### config.mk
export PLATFORM = sky130hd
export DESIGN_NAME = spmm_top
export DESIGN_NICKNAME = d
export VERILOG_FILES = /design/src/rtl/spmm_pkg.sv /design/src/rtl/spmm_elem_if.sv /design/src/rtl/spmm_row_fetch.sv /design/src/rtl/spmm_pe_group.sv /design/src/rtl/spmm_wh_writer.sv /design/src/rtl/spmm_top.sv
export SDC_FILE = /design/constraint.sdc
export NUM_CORES = 1
export LEC_CHECK = 0
export BUFFER_PORTS_ARGS = -buffer_cell sky130_fd_sc_hd__buf_2
export CORE_ASPECT_RATIO = 0.75
export CORE_UTILIZATION = 50
export DETAILED_ROUTE_END_ITERATION = 12
export MAX_ROUTING_LAYER = met4
export PLACE_DENSITY = 0.64
export SYNTH_ARGS = -nofsm -noshare
export SYNTH_HDL_FRONTEND = slang
export SYNTH_SLANG_ARGS = --single-unit
### constraint.sdc
create_clock -name clk -period 14 [get_ports clk]
set_input_delay 2.1 -clock clk [delete_from_list [all_inputs] [get_ports clk]]
set_output_delay 2.1 -clock clk [all_outputs]
set_load 0.005 [all_outputs]
### src/rtl/spmm_pkg.sv
package spmm_pkg;

  // ====================================================================
  // Sizes
  // ====================================================================
  localparam int DATA_WIDTH      = 8;
  localparam int WH_DATA_WIDTH   = 16;
  localparam int NUM_FEATURE_IN  = 16;
  localparam int NUM_FEATURE_OUT = 4;
  localparam int HALF_OUT        = NUM_FEATURE_OUT / 2;
  localparam int NUM_ROWS        = 12;
  localparam int MAX_NODES       = 8;
  localparam int H_DEPTH         = 64;

  // Derived widths
  localparam int COL_IDX_WIDTH        = $clog2(NUM_FEATURE_IN);
  // Row length runs 0 to NUM_FEATURE_IN inclusive
  localparam int ROW_LEN_WIDTH        = $clog2(NUM_FEATURE_IN + 1);
  localparam int NUM_NODE_WIDTH       = $clog2(MAX_NODES);
  localparam int H_ADDR_WIDTH         = $clog2(H_DEPTH);
  localparam int NODE_INFO_ADDR_WIDTH = $clog2(NUM_ROWS);
  localparam int WH_ADDR_WIDTH        = $clog2(NUM_ROWS);

  // ====================================================================
  // Record types
  // ====================================================================
  typedef logic signed [DATA_WIDTH-1:0]    data_t;
  typedef logic signed [WH_DATA_WIDTH-1:0] wh_data_t;

  // One nonzero of H
  typedef struct packed {
    logic [COL_IDX_WIDTH-1:0] col_idx;
    data_t                    val;
  } h_elem_t;

  // One row descriptor of H
  typedef struct packed {
    logic [ROW_LEN_WIDTH-1:0]  row_len;
    logic [NUM_NODE_WIDTH-1:0] num_node;
    logic                      src_flag;
  } node_info_t;

  typedef data_t    [NUM_FEATURE_OUT-1:0] wgt_row_t;
  typedef data_t    [HALF_OUT-1:0]        half_wgt_t;
  typedef wh_data_t [HALF_OUT-1:0]        half_res_t;

  // Column 0 sits in the lowest slot of res
  typedef struct packed {
    wh_data_t [NUM_FEATURE_OUT-1:0] res;
    logic [NUM_NODE_WIDTH-1:0]      num_node;
    logic                           src_flag;
  } wh_word_t;

endpackage

### src/rtl/spmm_elem_if.sv
`timescale 1ns/100ps

interface spmm_elem_if;

  // Element strobe and payload
  logic                                vld;
  spmm_pkg::data_t                     val;
  logic                                last;

  // Row info, valid together with the element
  logic [spmm_pkg::NUM_NODE_WIDTH-1:0] num_node;
  logic                                src_flag;

  modport src (
    output vld,
    output val,
    output last,
    output num_node,
    output src_flag
  );

  modport sink (
    input vld,
    input val,
    input last,
    input num_node,
    input src_flag
  );

endinterface

### src/rtl/spmm_row_fetch.sv
`timescale 1ns/100ps

module spmm_row_fetch (
  input  logic                                      clk,
  input  logic                                      rst_n,
  input  logic                                      start_i,
  output logic [spmm_pkg::NODE_INFO_ADDR_WIDTH-1:0] node_info_addr_o,
  input  spmm_pkg::node_info_t                      node_info_i,
  output logic [spmm_pkg::H_ADDR_WIDTH-1:0]         h_addr_o,
  input  spmm_pkg::h_elem_t                         h_elem_i,
  output logic [spmm_pkg::COL_IDX_WIDTH-1:0]        wgt_addr_o,
  spmm_elem_if.src                                  elem
);

  typedef enum logic [1:0] {
    S_IDLE,
    S_INFO_REQ,
    S_INFO,
    S_STREAM
  } state_t;

  state_t                                    state_q;
  logic [spmm_pkg::NODE_INFO_ADDR_WIDTH-1:0] row_cnt_q;
  logic [spmm_pkg::ROW_LEN_WIDTH-1:0]        elem_cnt_q;
  logic [spmm_pkg::H_ADDR_WIDTH-1:0]         h_addr_q;
  spmm_pkg::node_info_t                      row_info_q;

  // Read stage, nonzero data returns in the next cycle
  logic                                      rd_vld_q;
  logic                                      rd_last_q;
  logic                                      rd_zero_q;

  // Element stage, lines up with the returned weight row
  logic                                      vld_q;
  logic                                      last_q;
  spmm_pkg::data_t                           val_q;
  logic [spmm_pkg::NUM_NODE_WIDTH-1:0]       num_node_q;
  logic                                      src_flag_q;

  logic                                      row_empty;
  logic                                      row_last;
  logic                                      last_row;

  assign row_empty = (row_info_q.row_len == '0);
  assign row_last  = row_empty ||
                     (elem_cnt_q == row_info_q.row_len - spmm_pkg::ROW_LEN_WIDTH'(1));
  assign last_row  = (row_cnt_q ==
                      spmm_pkg::NODE_INFO_ADDR_WIDTH'(spmm_pkg::NUM_ROWS - 1));

  // ====================================================================
  // Row walker FSM
  // ====================================================================
  always_ff @(posedge clk or negedge rst_n) begin
    if (!rst_n) begin
      state_q    <= S_IDLE;
      row_cnt_q  <= '0;
      elem_cnt_q <= '0;
      h_addr_q   <= '0;
      rd_vld_q   <= 1'b0;
      rd_last_q  <= 1'b0;
      rd_zero_q  <= 1'b0;
      vld_q      <= 1'b0;
      last_q     <= 1'b0;
    end else begin
      rd_vld_q  <= 1'b0;
      rd_last_q <= 1'b0;
      rd_zero_q <= 1'b0;
      vld_q     <= rd_vld_q;
      last_q    <= rd_last_q;
      case (state_q)
        S_IDLE: begin
          if (start_i) begin
            row_cnt_q <= '0;
            h_addr_q  <= '0;
            state_q   <= S_INFO_REQ;
          end
        end
        // Node info address is out, data follows
        S_INFO_REQ: begin
          state_q <= S_INFO;
        end
        S_INFO: begin
          elem_cnt_q <= '0;
          state_q    <= S_STREAM;
        end
        S_STREAM: begin
          rd_vld_q  <= 1'b1;
          rd_last_q <= row_last;
          rd_zero_q <= row_empty;
          // Empty rows consume no nonzero entry
          if (!row_empty) begin
            h_addr_q <= h_addr_q + 1'b1;
          end
          if (row_last) begin
            elem_cnt_q <= '0;
            if (last_row) begin
              row_cnt_q <= '0;
              state_q   <= S_IDLE;
            end else begin
              row_cnt_q <= row_cnt_q + 1'b1;
              state_q   <= S_INFO_REQ;
            end
          end else begin
            elem_cnt_q <= elem_cnt_q + 1'b1;
          end
        end
        default: begin
          state_q <= S_IDLE;
        end
      endcase
    end
  end

  // ====================================================================
  // Payload registers
  // ====================================================================
  always_ff @(posedge clk) begin
    if (state_q == S_INFO) begin
      row_info_q <= node_info_i;
    end
    val_q      <= rd_zero_q ? '0 : h_elem_i.val;
    num_node_q <= row_info_q.num_node;
    src_flag_q <= row_info_q.src_flag;
  end

  assign node_info_addr_o = row_cnt_q;
  assign h_addr_o         = h_addr_q;
  // Weight row requested straight from the column just read
  assign wgt_addr_o       = rd_zero_q ? '0 : h_elem_i.col_idx;

  assign elem.vld      = vld_q;
  assign elem.val      = val_q;
  assign elem.last     = last_q;
  assign elem.num_node = num_node_q;
  assign elem.src_flag = src_flag_q;

endmodule

### src/rtl/spmm_pe_group.sv
`timescale 1ns/100ps

module spmm_pe_group #(
  parameter int NUM_LANES = spmm_pkg::HALF_OUT
) (
  input  logic                clk,
  input  logic                rst_n,
  spmm_elem_if.sink           elem,
  input  spmm_pkg::half_wgt_t wgt_i,
  output logic                res_vld_o,
  output spmm_pkg::half_res_t res_o
);

  spmm_pkg::wh_data_t acc_q [NUM_LANES];
  spmm_pkg::wh_data_t sum   [NUM_LANES];

  // ====================================================================
  // Multiply-accumulate lanes
  // ====================================================================
  // Products and sums wrap to WH_DATA_WIDTH
  always_comb begin
    for (int i = 0; i < NUM_LANES; i++) begin
      sum[i] = acc_q[i] + $signed(elem.val) * $signed(wgt_i[i]);
    end
  end

  always_ff @(posedge clk or negedge rst_n) begin
    if (!rst_n) begin
      res_vld_o <= 1'b0;
      for (int i = 0; i < NUM_LANES; i++) begin
        acc_q[i] <= '0;
      end
    end else begin
      res_vld_o <= elem.vld && elem.last;
      if (elem.vld) begin
        for (int i = 0; i < NUM_LANES; i++) begin
          // Start the next row from zero
          acc_q[i] <= elem.last ? '0 : sum[i];
        end
      end
    end
  end

  // Final sum includes the product of the last element
  always_ff @(posedge clk) begin
    if (elem.vld && elem.last) begin
      for (int i = 0; i < NUM_LANES; i++) begin
        res_o[i] <= sum[i];
      end
    end
  end

endmodule

### src/rtl/spmm_wh_writer.sv
`timescale 1ns/100ps

module spmm_wh_writer (
  input  logic                               clk,
  input  logic                               rst_n,
  spmm_elem_if.sink                          elem,
  input  logic                               lo_vld_i,
  input  spmm_pkg::half_res_t                lo_res_i,
  input  spmm_pkg::half_res_t                hi_res_i,
  output logic                               wh_we_o,
  output logic [spmm_pkg::WH_ADDR_WIDTH-1:0] wh_addr_o,
  output spmm_pkg::wh_word_t                 wh_data_o,
  output logic                               done_o
);

  logic [spmm_pkg::NUM_NODE_WIDTH-1:0] num_node_q;
  logic                                src_flag_q;
  logic                                we_q;
  logic                                done_q;
  logic [spmm_pkg::WH_ADDR_WIDTH-1:0]  addr_q;
  spmm_pkg::wh_word_t                  word_q;
  logic                                last_addr;

  assign last_addr = (addr_q == spmm_pkg::WH_ADDR_WIDTH'(spmm_pkg::NUM_ROWS - 1));

  // ====================================================================
  // Word assembly
  // ====================================================================
  always_ff @(posedge clk) begin
    // Row info is held until the group results arrive
    if (elem.vld && elem.last) begin
      num_node_q <= elem.num_node;
      src_flag_q <= elem.src_flag;
    end
    if (lo_vld_i) begin
      word_q.res      <= {hi_res_i, lo_res_i};
      word_q.num_node <= num_node_q;
      word_q.src_flag <= src_flag_q;
    end
  end

  // ====================================================================
  // Write address and completion
  // ====================================================================
  always_ff @(posedge clk or negedge rst_n) begin
    if (!rst_n) begin
      we_q   <= 1'b0;
      done_q <= 1'b0;
      addr_q <= '0;
    end else begin
      we_q   <= lo_vld_i;
      done_q <= we_q && last_addr;
      // Advance after each write, wrap after the final row
      if (we_q) begin
        addr_q <= last_addr ? '0 : addr_q + 1'b1;
      end
    end
  end

  assign wh_we_o   = we_q;
  assign wh_addr_o = addr_q;
  assign wh_data_o = word_q;
  assign done_o    = done_q;

endmodule

### src/rtl/spmm_top.sv
`timescale 1ns/100ps

module spmm_top (
  input  logic                                      clk,
  input  logic                                      rst_n,
  input  logic                                      start_i,

  // Node info memory
  output logic [spmm_pkg::NODE_INFO_ADDR_WIDTH-1:0] node_info_addr_o,
  input  spmm_pkg::node_info_t                      node_info_i,

  // Packed nonzero memory
  output logic [spmm_pkg::H_ADDR_WIDTH-1:0]         h_addr_o,
  input  spmm_pkg::h_elem_t                         h_elem_i,

  // Weight rows
  output logic [spmm_pkg::COL_IDX_WIDTH-1:0]        wgt_addr_o,
  input  spmm_pkg::wgt_row_t                        wgt_row_i,

  // WH memory write port
  output logic                                      wh_we_o,
  output logic [spmm_pkg::WH_ADDR_WIDTH-1:0]        wh_addr_o,
  output spmm_pkg::wh_word_t                        wh_data_o,
  output logic                                      done_o
);

  spmm_pkg::half_res_t lo_res;
  spmm_pkg::half_res_t hi_res;
  logic                lo_vld;

  spmm_elem_if u_elem_if ();

  // ====================================================================
  // Element source
  // ====================================================================
  spmm_row_fetch u_row_fetch (
    .clk              (clk),
    .rst_n            (rst_n),
    .start_i          (start_i),
    .node_info_addr_o (node_info_addr_o),
    .node_info_i      (node_info_i),
    .h_addr_o         (h_addr_o),
    .h_elem_i         (h_elem_i),
    .wgt_addr_o       (wgt_addr_o),
    .elem             (u_elem_if.src)
  );

  // ====================================================================
  // PE groups, one per half of the output columns
  // ====================================================================
  // Columns 0 and 1
  spmm_pe_group #(
    .NUM_LANES (spmm_pkg::HALF_OUT)
  ) u_pe_lo (
    .clk       (clk),
    .rst_n     (rst_n),
    .elem      (u_elem_if.sink),
    .wgt_i     (wgt_row_i[spmm_pkg::HALF_OUT-1:0]),
    .res_vld_o (lo_vld),
    .res_o     (lo_res)
  );

  // Columns 2 and 3, strobes in step with the low group
  spmm_pe_group #(
    .NUM_LANES (spmm_pkg::HALF_OUT)
  ) u_pe_hi (
    .clk       (clk),
    .rst_n     (rst_n),
    .elem      (u_elem_if.sink),
    .wgt_i     (wgt_row_i[spmm_pkg::NUM_FEATURE_OUT-1:spmm_pkg::HALF_OUT]),
    .res_vld_o (),
    .res_o     (hi_res)
  );

  spmm_wh_writer u_wh_writer (
    .clk       (clk),
    .rst_n     (rst_n),
    .elem      (u_elem_if.sink),
    .lo_vld_i  (lo_vld),
    .lo_res_i  (lo_res),
    .hi_res_i  (hi_res),
    .wh_we_o   (wh_we_o),
    .wh_addr_o (wh_addr_o),
    .wh_data_o (wh_data_o),
    .done_o    (done_o)
  );

endmodule

; Yosys cells after proc, flatten, opt, wreduce, memory -nomap -nowiden
; Cells that the tools add are included.
[totals]
ff_bits = 250
in_bits = 56
out_inout_bits = 88
word_cells = 89
[classes]
add_sub_neg = 9
multipliers = 4
n_eq_ne = 9
muxes = 22
n_reduce_logical = 10
[op_table]
columns = op, n
row1 = 16-bit adder, 4
row2 = 8-bit by 8-bit multiplier with 16-bit output, 4
row3 = 16-bit 2-to-1 mux, 4
row4 = 4-bit 2-to-1 mux, 5
row5 = 6-bit 2-to-1 mux, 2
row6 = 6-bit case mux with 2 select lines, 1
row7 = 5-bit case mux with 2 select lines, 1
row8 = 4-bit by 1-bit adder with 4-bit output (second input constant), 2
row9 = 4-bit == test (second input constant), 2
row10 = 2-bit case mux with 4 select lines, 1
row11 = 4-bit case mux with 2 select lines, 1
row12 = 6-bit by 1-bit adder with 6-bit output (second input constant), 1
row13 = 3-bit AND reduction, 2
row14 = 5-bit by 1-bit adder with 5-bit output (second input constant), 1
row15 = 5-bit == test, 1
row16 = 5-bit logical NOT, 1
row17 = 5-bit 2-to-1 mux, 1
row18 = 5-bit by 1-bit subtractor with 5-bit output (second input constant), 1
row19 = 2-bit == test (second input constant), 2
row20 = 1-bit 2-to-1 mux, 4
row21 = 2-bit 2-to-1 mux, 2
row22 = 2-bit != test (second input constant), 2
row23 = 2-bit nonzero test, 2
row24 = 2-bit by 1-bit == test with 1-bit output (second input constant), 1
row25 = 5 further kinds, 6

; Depth between registers and ports, before layout
; Gate-level depths: netlist of the first run.
[logic_depth]
ltp_word = 5
mapped_depth = 20
mapped_depth_nobuf = 19

; Hierarchy
; From an unflattened synthesis of the first run, not the netlist that was laid out.
[unflattened]
hier_cells = 1778
area_unflattened_um2 = 20403.3
[by_module_without_submodules]
columns = module, instances, cells_each, area_per_inst_um2, seq_area_each_um2
row1 = spmm_pe_group (u_pe_hi), 1, 765, 8061.5, 1786.7
row2 = spmm_pe_group (u_pe_lo), 1, 762, 8061.5, 1786.7
row3 = spmm_wh_writer, 1, 94, 2431.1, 2312.2
row4 = spmm_row_fetch, 1, 157, 1849.3, 1061.0

; Least setup slack after synthesis of the first run
; No wires, ideal clock.
[synth_path]
kind = input -> register
from = input wgt_row_i[24] (netlist bit)
to = register u_pe_hi.acc_q[15] (netlist bit)
setup_ns = 0.121
arrival_time_ns = 6.345
t_required_ns = 13.879
setup_slack_ns = 7.534
cell_stages = 15
path_buffers = 0
cell_sequence = and2_1 > inv_1 > fa_1 > inv_1 > fa_1 > fa_1 > fa_1 > fa_1 > ha_1 > o21ai_1 > a21oi_2 > or4b_1 > o22ai_2 > xnor2_1 > a22o_1
[synth_rtl]
columns = item, line_no
row1 = "start, declared", spmm_top.sv:18  ; input spmm_pkg::wgt_row_t wgt_row_i,
row2 = "end signal, assigned by index", spmm_pe_group.sv:38  ; acc_q[i] <= elem.last ? '0 : sum[i];
row3 = "end, declared", spmm_pe_group.sv:14  ; spmm_pkg::wh_data_t acc_q [NUM_LANES];

==> out/qor.csv, run 1 <==
metric,value,unit
outcome,"finished, final reports clean",
synthTopCellsByArea,"fa_1 (28%), edfxtp_1 (21%), dfrtp_1 (11%), ha_1 (9.6%), inv_1 (6.0%)",
die_area,41300,sq um
r2r_slack,8510,ps
reg2reg_to,u_pe_hi.acc_q[15],
cts_resized,0,
synth_nets,2251,
setup_violations,0,
ys_ff_latch,250,
hp-start,u_row_fetch.row_info_q[2],
worst_setup_path_start_kind,primary input,
holdPathStages,0,
critPathBufInv,3,
core_area,39700,sq um
synth-edff-count,145,
clock-sinks,250,
slowest_stage,fa_1,
grt_pass1_wl,71100,microns
post-route-period-util,0.466,
cts_hold_buffers,0,
ant_nets,0,
grt_max_degree,70,
slew_headroom,0.278,
cp-end-kind,register,
synthCells,1755,
drive_gt1_frac,0.119,
clk_pin_slew_worst_paths,60,ps
avgSynthCellArea,11.5,sq um
antenna_found_initial,1,
rsz0062_at_grt,no,
htree_levels,1,
initial_utilization,0.510,
vias,12600,
grt_pass1_vias,13700,
period_needed,6530,ps
yosysWarnings,0,
post-route-util,0.567,
clk_latency,570,ps
wirelength,41600,microns
drtPass1Iterations,5,
final_area,22500,sq um
drv_slew,0,
post_cts.repair.setup_buffers,0,
drc_errors,0,
tightest_slew,1080,ps
ys_seq_area_frac,0.342,
fin_skew,19.0,ps
min_path_type,register to register,
hold_viol_final,0,
synth_top_area_share,0.281,
io_pins,144,
fin_nets,2392,
cts-root-buf,clkbuf_16,
dp_hpwl,30800,microns
synthArstFlopShare,0.372,
place.port_buffers,143,
tns,0,ps
r2r-start,u_row_fetch.elem.val[7],
clock_path_buffers,3,
maxCapViolations,0,
worstPathArrival,6970,ps
yosysTopAreaCell,fa_1,
ys.flop_type,edfxtp_1,
wl_per_cell,17.1,microns
min_to,u_row_fetch.elem.num_node[1],
fmax,0.153,GHz
cts_made_buffers,28,
setup.worst_path.class,primary input to register,
diodes,0,
grt_overflow,0,
drt_iter0_markers,707,
cts_tree,done,
grt_use_total,0.225,
crit_top_cell,fa_1,
place_congestion,0.861,
die_h,176,microns
synth_area,20300,sq um
fp.dieW,234,microns
cp_max_fo,9,
crit_required,14440,ps
max_stage_delay,560,ps
area_delta_synth_final,11.1,%
reg2reg_depth,16,
path_cells,buf_2 -> and2_1 -> inv_1 -> fa_1 -> inv_1 -> fa_1 -> fa_1 -> fa_1 -> fa_1 -> ha_1 -> o21ai_1 -> a21oi_2 -> or4b_1 -> o22ai_2 -> xnor2_1 -> a22o_1,
avgViaCountPerCell,5.18,
rows,63,
placed_area,21500,sq um
cpLargestDelayFamily,adder cells,
yosysUniqueCellTypes,56,
cells in the mapped netlist (all sizes together) (2+ instances only):
| cell | number |
|---|---|
| nand3b | 23 |
| o22ai | 4 |
| a22o | 37 |
| nor2 | 68 |
| o21ai | 55 |
| o21bai | 4 |
| a21o | 7 |
| nor3b | 4 |
| dfxtp | 12 |
| o21a | 9 |
| nand4 | 3 |
| a221o | 4 |
| nand3 | 7 |
| ha | 156 |
| o31ai | 6 |
| nand2 | 133 |
| nor2b | 27 |
| or3 | 7 |
| a21oi | 22 |
| fa | 284 |
| and4 | 2 |
| edfxtp | 145 |
| o41ai | 5 |
| xnor2 | 84 |
| inv | 325 |
| nand2b | 10 |
| clkinv | 4 |
| mux2 | 3 |
| xor2 | 5 |
| a31o | 4 |
| a31oi | 3 |
| dfrtp | 93 |
| or4b | 4 |
| nor3 | 12 |
| clkbuf | 37 |
| a311oi | 4 |
| and2 | 126 |
| buf | 8 |
layer usage:
layer	track usage	vias up	wire, microns
li1	-	5867	-
met1	0.326	6457	19800
met2	0.340	262	19000
met3	0.0323	48	1920
met4	0.0454	0	817
met5	-	-	0
state kept, by name, summed over array words and instances (netlist names), 2 cells and up:
name and flops:
u_pe_hi.acc_q 32, u_pe_hi.res_o 32, u_pe_lo.acc_q 32, u_pe_lo.res_o 32, u_row_fetch.elem.num_node 3, u_row_fetch.elem.val 8, u_row_fetch.elem_cnt_q 5, u_row_fetch.h_addr_o 6
u_row_fetch.node_info_addr_o 4, u_row_fetch.row_info_q 9, u_row_fetch.state_q 2, u_wh_writer.num_node_q 3, u_wh_writer.wh_addr_o 4, u_wh_writer.wh_data_o 68
cells in the final DEF, fill, tap and decap left out, drive strengths merged, types with 23 or more instances in the layout:
| cell | synthesis | layout |
|---|---|---|
| inv | 325 | 325 |
| fa | 284 | 284 |
| ha | 156 | 156 |
| buf | 8 | 156 |
| edfxtp | 145 | 145 |
| nand2 | 133 | 133 |
| and2 | 126 | 126 |
| dfrtp | 93 | 93 |
| xnor2 | 84 | 84 |
| nor2 | 68 | 68 |
| o21ai | 55 | 55 |
| clkbuf | 37 | 43 |
| a22o | 37 | 37 |
| nor2b | 27 | 27 |
| nand3b | 23 | 23 |
through the flow:
| step | setup WS (ps) | hold WS [ps] | cells |
|---|---|---|---|
| 3_5_place_dp | 6910 | 330 | 2386 |
| 4_1_cts | 7500 | 345 | 2438 |
| 5_1_grt | 7120 | 352 | 2438 |
| 2_1_floorplan | 7530 | 323 | 1755 |
| 6_report | 7470 | 343 | 2438 |
| 3_3_place_gp | 7070 | 324 | 2386 |
worst max-delay path by stage:
stage                              from                 to  slack [ps]  depth (start not counted)
final                     wgt_row_i[24]  u_pe_hi.acc_q[15]        7470                         16
after global routing       wgt_row_i[0]  u_pe_lo.acc_q[29]        7120                         16
after CTS                 wgt_row_i[24]  u_pe_hi.acc_q[15]        7500                         16
after detailed placement   wgt_row_i[8]  u_pe_lo.acc_q[13]        6910                         16
after global placement     wgt_row_i[8]  u_pe_lo.acc_q[13]        7070                         16
after floorplan           wgt_row_i[24]  u_pe_hi.acc_q[15]        7530                         15
area by class of cell:
| class | instances | area (sq um) |
|---|---|---|
| Fill cell | 3375 | 17200 |
| Multi-Input combinational cell | 1131 | 11900 |
| Sequential cell | 250 | 6930 |
| Inverter | 329 | 1230 |
| Clock buffer | 43 | 871 |
| Timing Repair Buffer | 156 | 816 |
| Tap cell | 520 | 651 |
| Clock inverter | 9 | 86.3 |
cell families after synthesis:
family / Yosys count / share of synthesized area
xor gates and xnor gates: 90 / 0.0396
and+or+nand+nor: 429 / 0.110
muxes: 3 / 0.00167
AOI/OAI and AO/OA: 169 / 0.0595
adders and majority gates: 440 / 0.377
buffers and inverters: 374 / 0.0702
DFF: 250 / 0.342
Power of run 1 is not shown: default switching activity piles up to over one toggle a cycle in this logic, so the estimate is an artifact.
==> run 2, diff against run 1 <==
- ABC_AREA: default -> 1
- clock period: 14 -> 6.2 ns (I/O delays scaled with it)
==> run 2 against run 1 <==
Synthesized cell count grew 26%. Largest cell class unchanged. Critical path depth shrank 1. Routed wire length rose by 7.5%. Highest routed layer unchanged. Critical endpoint is now u_pe_lo.res_o[12]. Worst hold slack lost 0.69 ps. Flip-flop and latch count did not move. Die area rose by 3.9%. Global-route usage up 0.26 points. Clock-buffer cell count is 6 lower. Via count up 14%.
==> out/qor.csv, run 2 <==
metric,value,unit,change
post-route-period-util,0.854,,
cts_resized,0,,unchanged
die_h,180,microns,was 176 microns
ys_ff_latch,250,,unchanged
dp_hpwl,33800,microns,was 30800 microns
wirelength,44700,microns,was 41600 microns
post-route-util,0.565,,was 0.567
drv_slew,0,,unchanged
synthTopCellsByArea,"fa_1 (27%), edfxtp_1 (21%), dfrtp_1 (11%), inv_1 (9.8%), ha_1 (9.3%)",,"was fa_1 (28%), edfxtp_1 (21%), dfrtp_1 (11%), ha_1 (9.6%), inv_1 (6.0%)"
core_area,41200,sq um,was 39700 sq um
grt_pass1_wl,75300,microns,was 71100 microns
fin_skew,18.9,ps,was 19.0 ps
wl_per_cell,15.3,microns,was 17.1 microns
ys.flop_type,edfxtp_1,,unchanged
post_cts.repair.setup_buffers,0,,unchanged
avgViaCountPerCell,4.94,,was 5.18
drt_iter0_markers,872,,was 707
cts_made_buffers,27,,was 28
vias,14400,,was 12600
setup_violations,0,,unchanged
drtPass1Iterations,7,,was 5
synthTopCellsByCount,"inv_1 (548), nand2_1 (519), fa_1 (284)",,"was inv_1 (325), fa_1 (284), ha_1 (156)"
cts_tree,done,,unchanged
slowest_stage,dfxtp_1,,was fa_1
grt_overflow,0,,unchanged
area_delta_synth_final,10.4,%,was 11.1%
wl_met2,20500,microns,was 19000 microns
grt_use_total,0.228,,was 0.225
outcome,"finished, final reports clean",,unchanged
tns,0,ps,unchanged
synth_top_area_share,0.270,,was 0.281
slew_headroom,0.269,,was 0.278
place.port_buffers,143,,unchanged
place_congestion,0.928,,was 0.861
nFillCells,3720,,was 3375
clk_pin_slew_worst_paths,60,ps,about the same
cts_hold_buffers,0,,unchanged
htree_levels,1,,unchanged
crit_top_cell,fa_1,,unchanged
tightest_slew,1100,ps,was 1080 ps
maxCapViolations,0,,unchanged
layout_common_cells,"inv_1 (547), nand2_1 (519), fa_1 (284)",,"was inv_1 (325), fa_1 (284), ha_1 (156)"
multi_input_area,11800,sq um,was 11900 sq um
worst_setup_path_start_kind,register,,was primary input
setup.worst_path.class,register to register,,was primary input to register
ys_seq_area_frac,0.329,,was 0.342
wl_met3,2640,microns,was 1920 microns
clock-sinks,250,,unchanged
critPathBufInv,2,,was 3
grt_max_degree,70,,unchanged
min_path_type,register to register,,unchanged
final_common_cell,inv_1,,unchanged
crit_required,6520,ps,was 14440 ps
wl_met1,20700,microns,was 19800 microns
final_area,23300,sq um,was 22500 sq um
cp-end-kind,register,,unchanged
largest_reg_flops,68,,unchanged
cts-root-buf,clkbuf_16,,unchanged
cpLargestDelayFamily,adder cells,,unchanged
ant_nets,0,,unchanged
yosysTopAreaCell,fa_1,,unchanged
synthArstFlopShare,0.372,,unchanged
worstPathArrival,5620,ps,was 6970 ps
cp_max_fo,20,,was 9
topRoutingLayerUsed,met4,,unchanged
grt_pass1_vias,14900,,was 13700
synth_most_common_cell,inv_1,,unchanged
synth-edff-count,145,,unchanged
max_stage_delay,990,ps,was 560 ps
hold_viol_final,0,,unchanged
io_pins,144,,unchanged
holdWs,342,ps,was 343 ps
fmax,0.189,GHz,
placed_area,22300,sq um,was 21500 sq um
regArea,6930,sq um,unchanged
yosysUniqueCellTypes,47,,was 56
synthCells,2209,,was 1755
fp.dieW,239,microns,was 234 microns
synth_nets,2705,,was 2251
die_area,43000,sq um,was 41300 sq um
path_cells,buf_4 -> nand2_1 -> fa_1 -> fa_1 -> inv_1 -> fa_1 -> fa_1 -> fa_1 -> ha_1 -> a21o_1 -> nand2_1 -> nand3_1 -> a31oi_1 -> nand2_1 -> and2_1,,was buf_2 -> and2_1 -> inv_1 -> fa_1 -> inv_1 -> fa_1 -> fa_1 -> fa_1 -> fa_1 -> ha_1 -> o21ai_1 -> a21oi_2 -> or4b_1 -> o22ai_2 -> xnor2_1 -> a22o_1
rsz0062_at_grt,no,,unchanged
synth_area,21100,sq um,was 20300 sq um
clk_latency,580,ps,was 570 ps
drc_errors,0,,unchanged
antenna_found_initial,3,,was 1
period_needed,5290,ps,
yosysWarnings,0,,unchanged
initial_utilization,0.512,,was 0.510
drive_gt1_frac,0.0923,,was 0.119
avgSynthCellArea,9.53,sq um,was 11.5 sq um
clock_path_buffers,3,,unchanged
rows,64,,was 63
fin_nets,2827,,was 2392
## run 2: worst paths after layout
kind	start	to	slack [ps]	cells after the start
min in group asynchronous	rst_n	u_pe_hi.acc_q[1]	440	1
max in group asynchronous	rst_n	u_pe_lo.acc_q[17]	4570	2
worst min register to register	u_row_fetch.row_info_q[2]	u_row_fetch.elem.num_node[1]	340	0
worst max-delay path	u_row_fetch.elem.val[3]	u_pe_lo.res_o[12]	910	15
worst max register to register	u_row_fetch.elem.val[3]	u_pe_lo.res_o[12]	910	15
worst min-delay path	u_row_fetch.row_info_q[2]	u_row_fetch.elem.num_node[1]	340	0
## run 2: metrics by stage
stage | setup slack (ps) | std cells
after floorplan | 1090 | 2209
after global placement | 653 | 2863
after detailed placement | 585 | 2863
after CTS | 983 | 2913
after global routing | 629 | 2916
final | 908 | 2916
## run 2: logic make-up after synthesis
| family | share of synthesized area |
|---|---|
| buf+inv | 0.112 |
| flops | 0.329 |
| xor+xnor | 0.0233 |
| compound gates | 0.0361 |
| simple gates | 0.137 |
| fa+ha+maj | 0.363 |
## run 2: routing by layer
| layer | global-route usage | up-vias |
|---|---|---|
| met2 | 0.349 | 356 |
| met3 | 0.0364 | 57 |
| met4 | 0.0487 | 0 |
| li1 | - | 6861 |
| met1 | 0.321 | 7130 |
| met5 | - | - |
## run 2: final cells by class
class / instances / share of cell area
tap: 561 / 0.0302
timing repair buffer: 159 / 0.0371
multi-input combinational: 1339 / 0.506
antenna: 3 / 0.000323
clock inverter: 13 / 0.00613
sequential: 250 / 0.298
clock buffer: 37 / 0.0328
inverter: 554 / 0.0895
Power of run 2 is left out for the same reason.
==> run 3, diff against run 2 <==
- SYNTH_HIERARCHICAL: default -> 1
==> run 3 against run 2 <==
Clock-buffer cell count is 5 lower. Die area is 1.8% higher. Flip-flop and latch count stayed put. Cell area is 2.1% higher. Critical path depth is 3 higher. Global-route usage is 0.77 points higher. Via count is 2.7% higher. Synthesized cell count is 4.9% higher. Routed wire length is 6.0% higher. Setup slack worse by 48 ps. Non-clock buffer count is 6 higher. Highest routed layer unchanged.
==> out/qor.csv, run 3 <==
metric,value,unit,change
tightest_slew,1070,ps,was 1100 ps
period_needed,5340,ps,was 5290 ps
cp-end-kind,register,,unchanged
initial_utilization,0.508,,was 0.512
die_area,43700,sq um,was 43000 sq um
drc_errors,0,,unchanged
maxCapViolations,0,,unchanged
cts_resized,0,,unchanged
setup_violations,0,,unchanged
wl_met3,2540,microns,was 2640 microns
slowest_stage,dfxtp_1,,unchanged
wl_per_cell,15.6,microns,was 15.3 microns
synthCells,2318,,was 2209
synth_area,21500,sq um,was 21100 sq um
grt_use_total,0.235,,was 0.228
slew_headroom,0.284,,was 0.269
grt_max_degree,70,,unchanged
drive_gt1_frac,0.0977,,was 0.0923
wl_met2,22000,microns,was 20500 microns
synth_nets,2815,,was 2705
post-route-period-util,0.861,,was 0.854
min_path_type,register to register,,unchanged
multi_input_area,11900,sq um,was 11800 sq um
clock-sinks,250,,unchanged
crit_top_cell,inv_1,,was fa_1
outcome,"finished, final reports clean",,unchanged
clk_latency,560,ps,was 580 ps
hold_viol_final,0,,unchanged
io_pins,144,,unchanged
post_cts.repair.setup_buffers,0,,unchanged
max_stage_delay,1020,ps,was 990 ps
drtPass1Iterations,7,,unchanged
antenna_found_initial,5,,was 3
area_delta_synth_final,10.7,%,was 10.4%
layout_common_cells,"inv_1 (614), nand2_1 (568), fa_1 (284)",,"was inv_1 (547), nand2_1 (519), fa_1 (284)"
fin_nets,2943,,was 2827
drt_iter0_markers,951,,was 872
grt_pass1_wl,78200,microns,was 75300 microns
avgSynthCellArea,9.25,sq um,was 9.53 sq um
die_h,181,microns,was 180 microns
setup.worst_path.class,register to register,,unchanged
clk_pin_slew_worst_paths,70,ps,was 60 ps
vias,14800,,was 14400
place_congestion,0.908,,was 0.928
cts_made_buffers,27,,unchanged
regArea,6930,sq um,unchanged
ant_nets,0,,unchanged
grt_pass1_vias,15300,,was 14900
clock_path_buffers,3,,unchanged
worstPathArrival,5660,ps,was 5620 ps
htree_levels,1,,unchanged
cts-root-buf,clkbuf_16,,unchanged
cts_tree,done,,unchanged
nFillCells,3771,,was 3720
final_common_cell,inv_1,,unchanged
crit_required,6520,ps,about the same
core_area,42200,sq um,was 41200 sq um
cts_hold_buffers,0,,unchanged
largest_reg_flops,68,,unchanged
fmax,0.187,GHz,was 0.189 GHz
topRoutingLayerUsed,met4,,unchanged
tns,0,ps,unchanged
grt_overflow,0,,unchanged
rsz0062_at_grt,no,,unchanged
avgViaCountPerCell,4.86,,was 4.94
drv_slew,0,,unchanged
worst_setup_path_start_kind,register,,unchanged
place.port_buffers,143,,unchanged
dp_hpwl,37100,microns,was 33800 microns
fin_skew,15.9,ps,was 18.9 ps
fp.dieW,241,microns,was 239 microns
wl_met1,22000,microns,was 20700 microns
path_cells,buf_4 -> nand2_1 -> fa_1 -> inv_1 -> fa_1 -> ha_1 -> inv_1 -> fa_1 -> inv_1 -> ha_1 -> ha_1 -> inv_1 -> fa_1 -> o21ai_0 -> nand2_1 -> nand2_1 -> xor2_1 -> inv_1,,was buf_4 -> nand2_1 -> fa_1 -> fa_1 -> inv_1 -> fa_1 -> fa_1 -> fa_1 -> ha_1 -> a21o_1 -> nand2_1 -> nand3_1 -> a31oi_1 -> nand2_1 -> and2_1
cp_max_fo,20,,unchanged
yosysWarnings,6,,was 0
wirelength,47400,microns,was 44700 microns
rows,65,,was 64
## run 3: cell type report
class | instances | area share
antenna | 5 | 0.000527
timing repair buffer | 165 | 0.0372
inverter | 619 | 0.0981
clock buffer | 32 | 0.0297
sequential | 250 | 0.292
multi-input combinational | 1383 | 0.502
clock inverter | 17 | 0.0106
tap | 569 | 0.0300
## run 3: metrics by stage
step / hold slack, ps / std cells / instance area (sq um) / util / setup slack [ps]
2_1_floorplan: 323 / 2318 / 21500 / - / 992
3_3_place_gp: 324 / 2986 / 22800 / 0.540 / 805
3_5_place_dp: 329 / 2986 / 22800 / 0.540 / 693
4_1_cts: 344 / 3035 / 23700 / 0.562 / 850
5_1_grt: 352 / 3040 / 23700 / 0.563 / 590
6_report: 343 / 3040 / 23700 / 0.563 / 860
## run 3: worst max-delay path: cells and delay by family (launching register included)
kind / cells / cell delay (ps)
AOI/OAI and AO/OA: 1 / 290
adders and majority gates: 7 / 2650
buffers and inverters: 6 / 660
xor gates and xnor gates: 1 / 200
and+or+nand+nor: 3 / 290
DFF: 1 / 1020
## run 3: worst paths after layout
kind	from	to	slack [ps]	depth (start not counted)
min in group asynchronous	rst_n	u_pe_lo/acc_q[21]	470	1
max in group asynchronous	rst_n	u_pe_lo/res_vld_o	4530	2
hold / removal	u_row_fetch/row_info_q[0]	u_row_fetch/elem.src_flag	340	0
hold reg to reg	u_row_fetch/row_info_q[0]	u_row_fetch/elem.src_flag	340	0
setup / recovery	u_row_fetch/elem.val[3]	u_pe_lo/res_o[28]	860	18
setup reg to reg	u_row_fetch/elem.val[3]	u_pe_lo/res_o[28]	860	18
## run 3: routing by layer
layer  vias up  global-route usage
met4         0              0.0524
li1       7134                   -
met5         -                   -
met3        52              0.0330
met1      7247               0.332
met2       355               0.362
Power of run 3 is left out for the same reason.
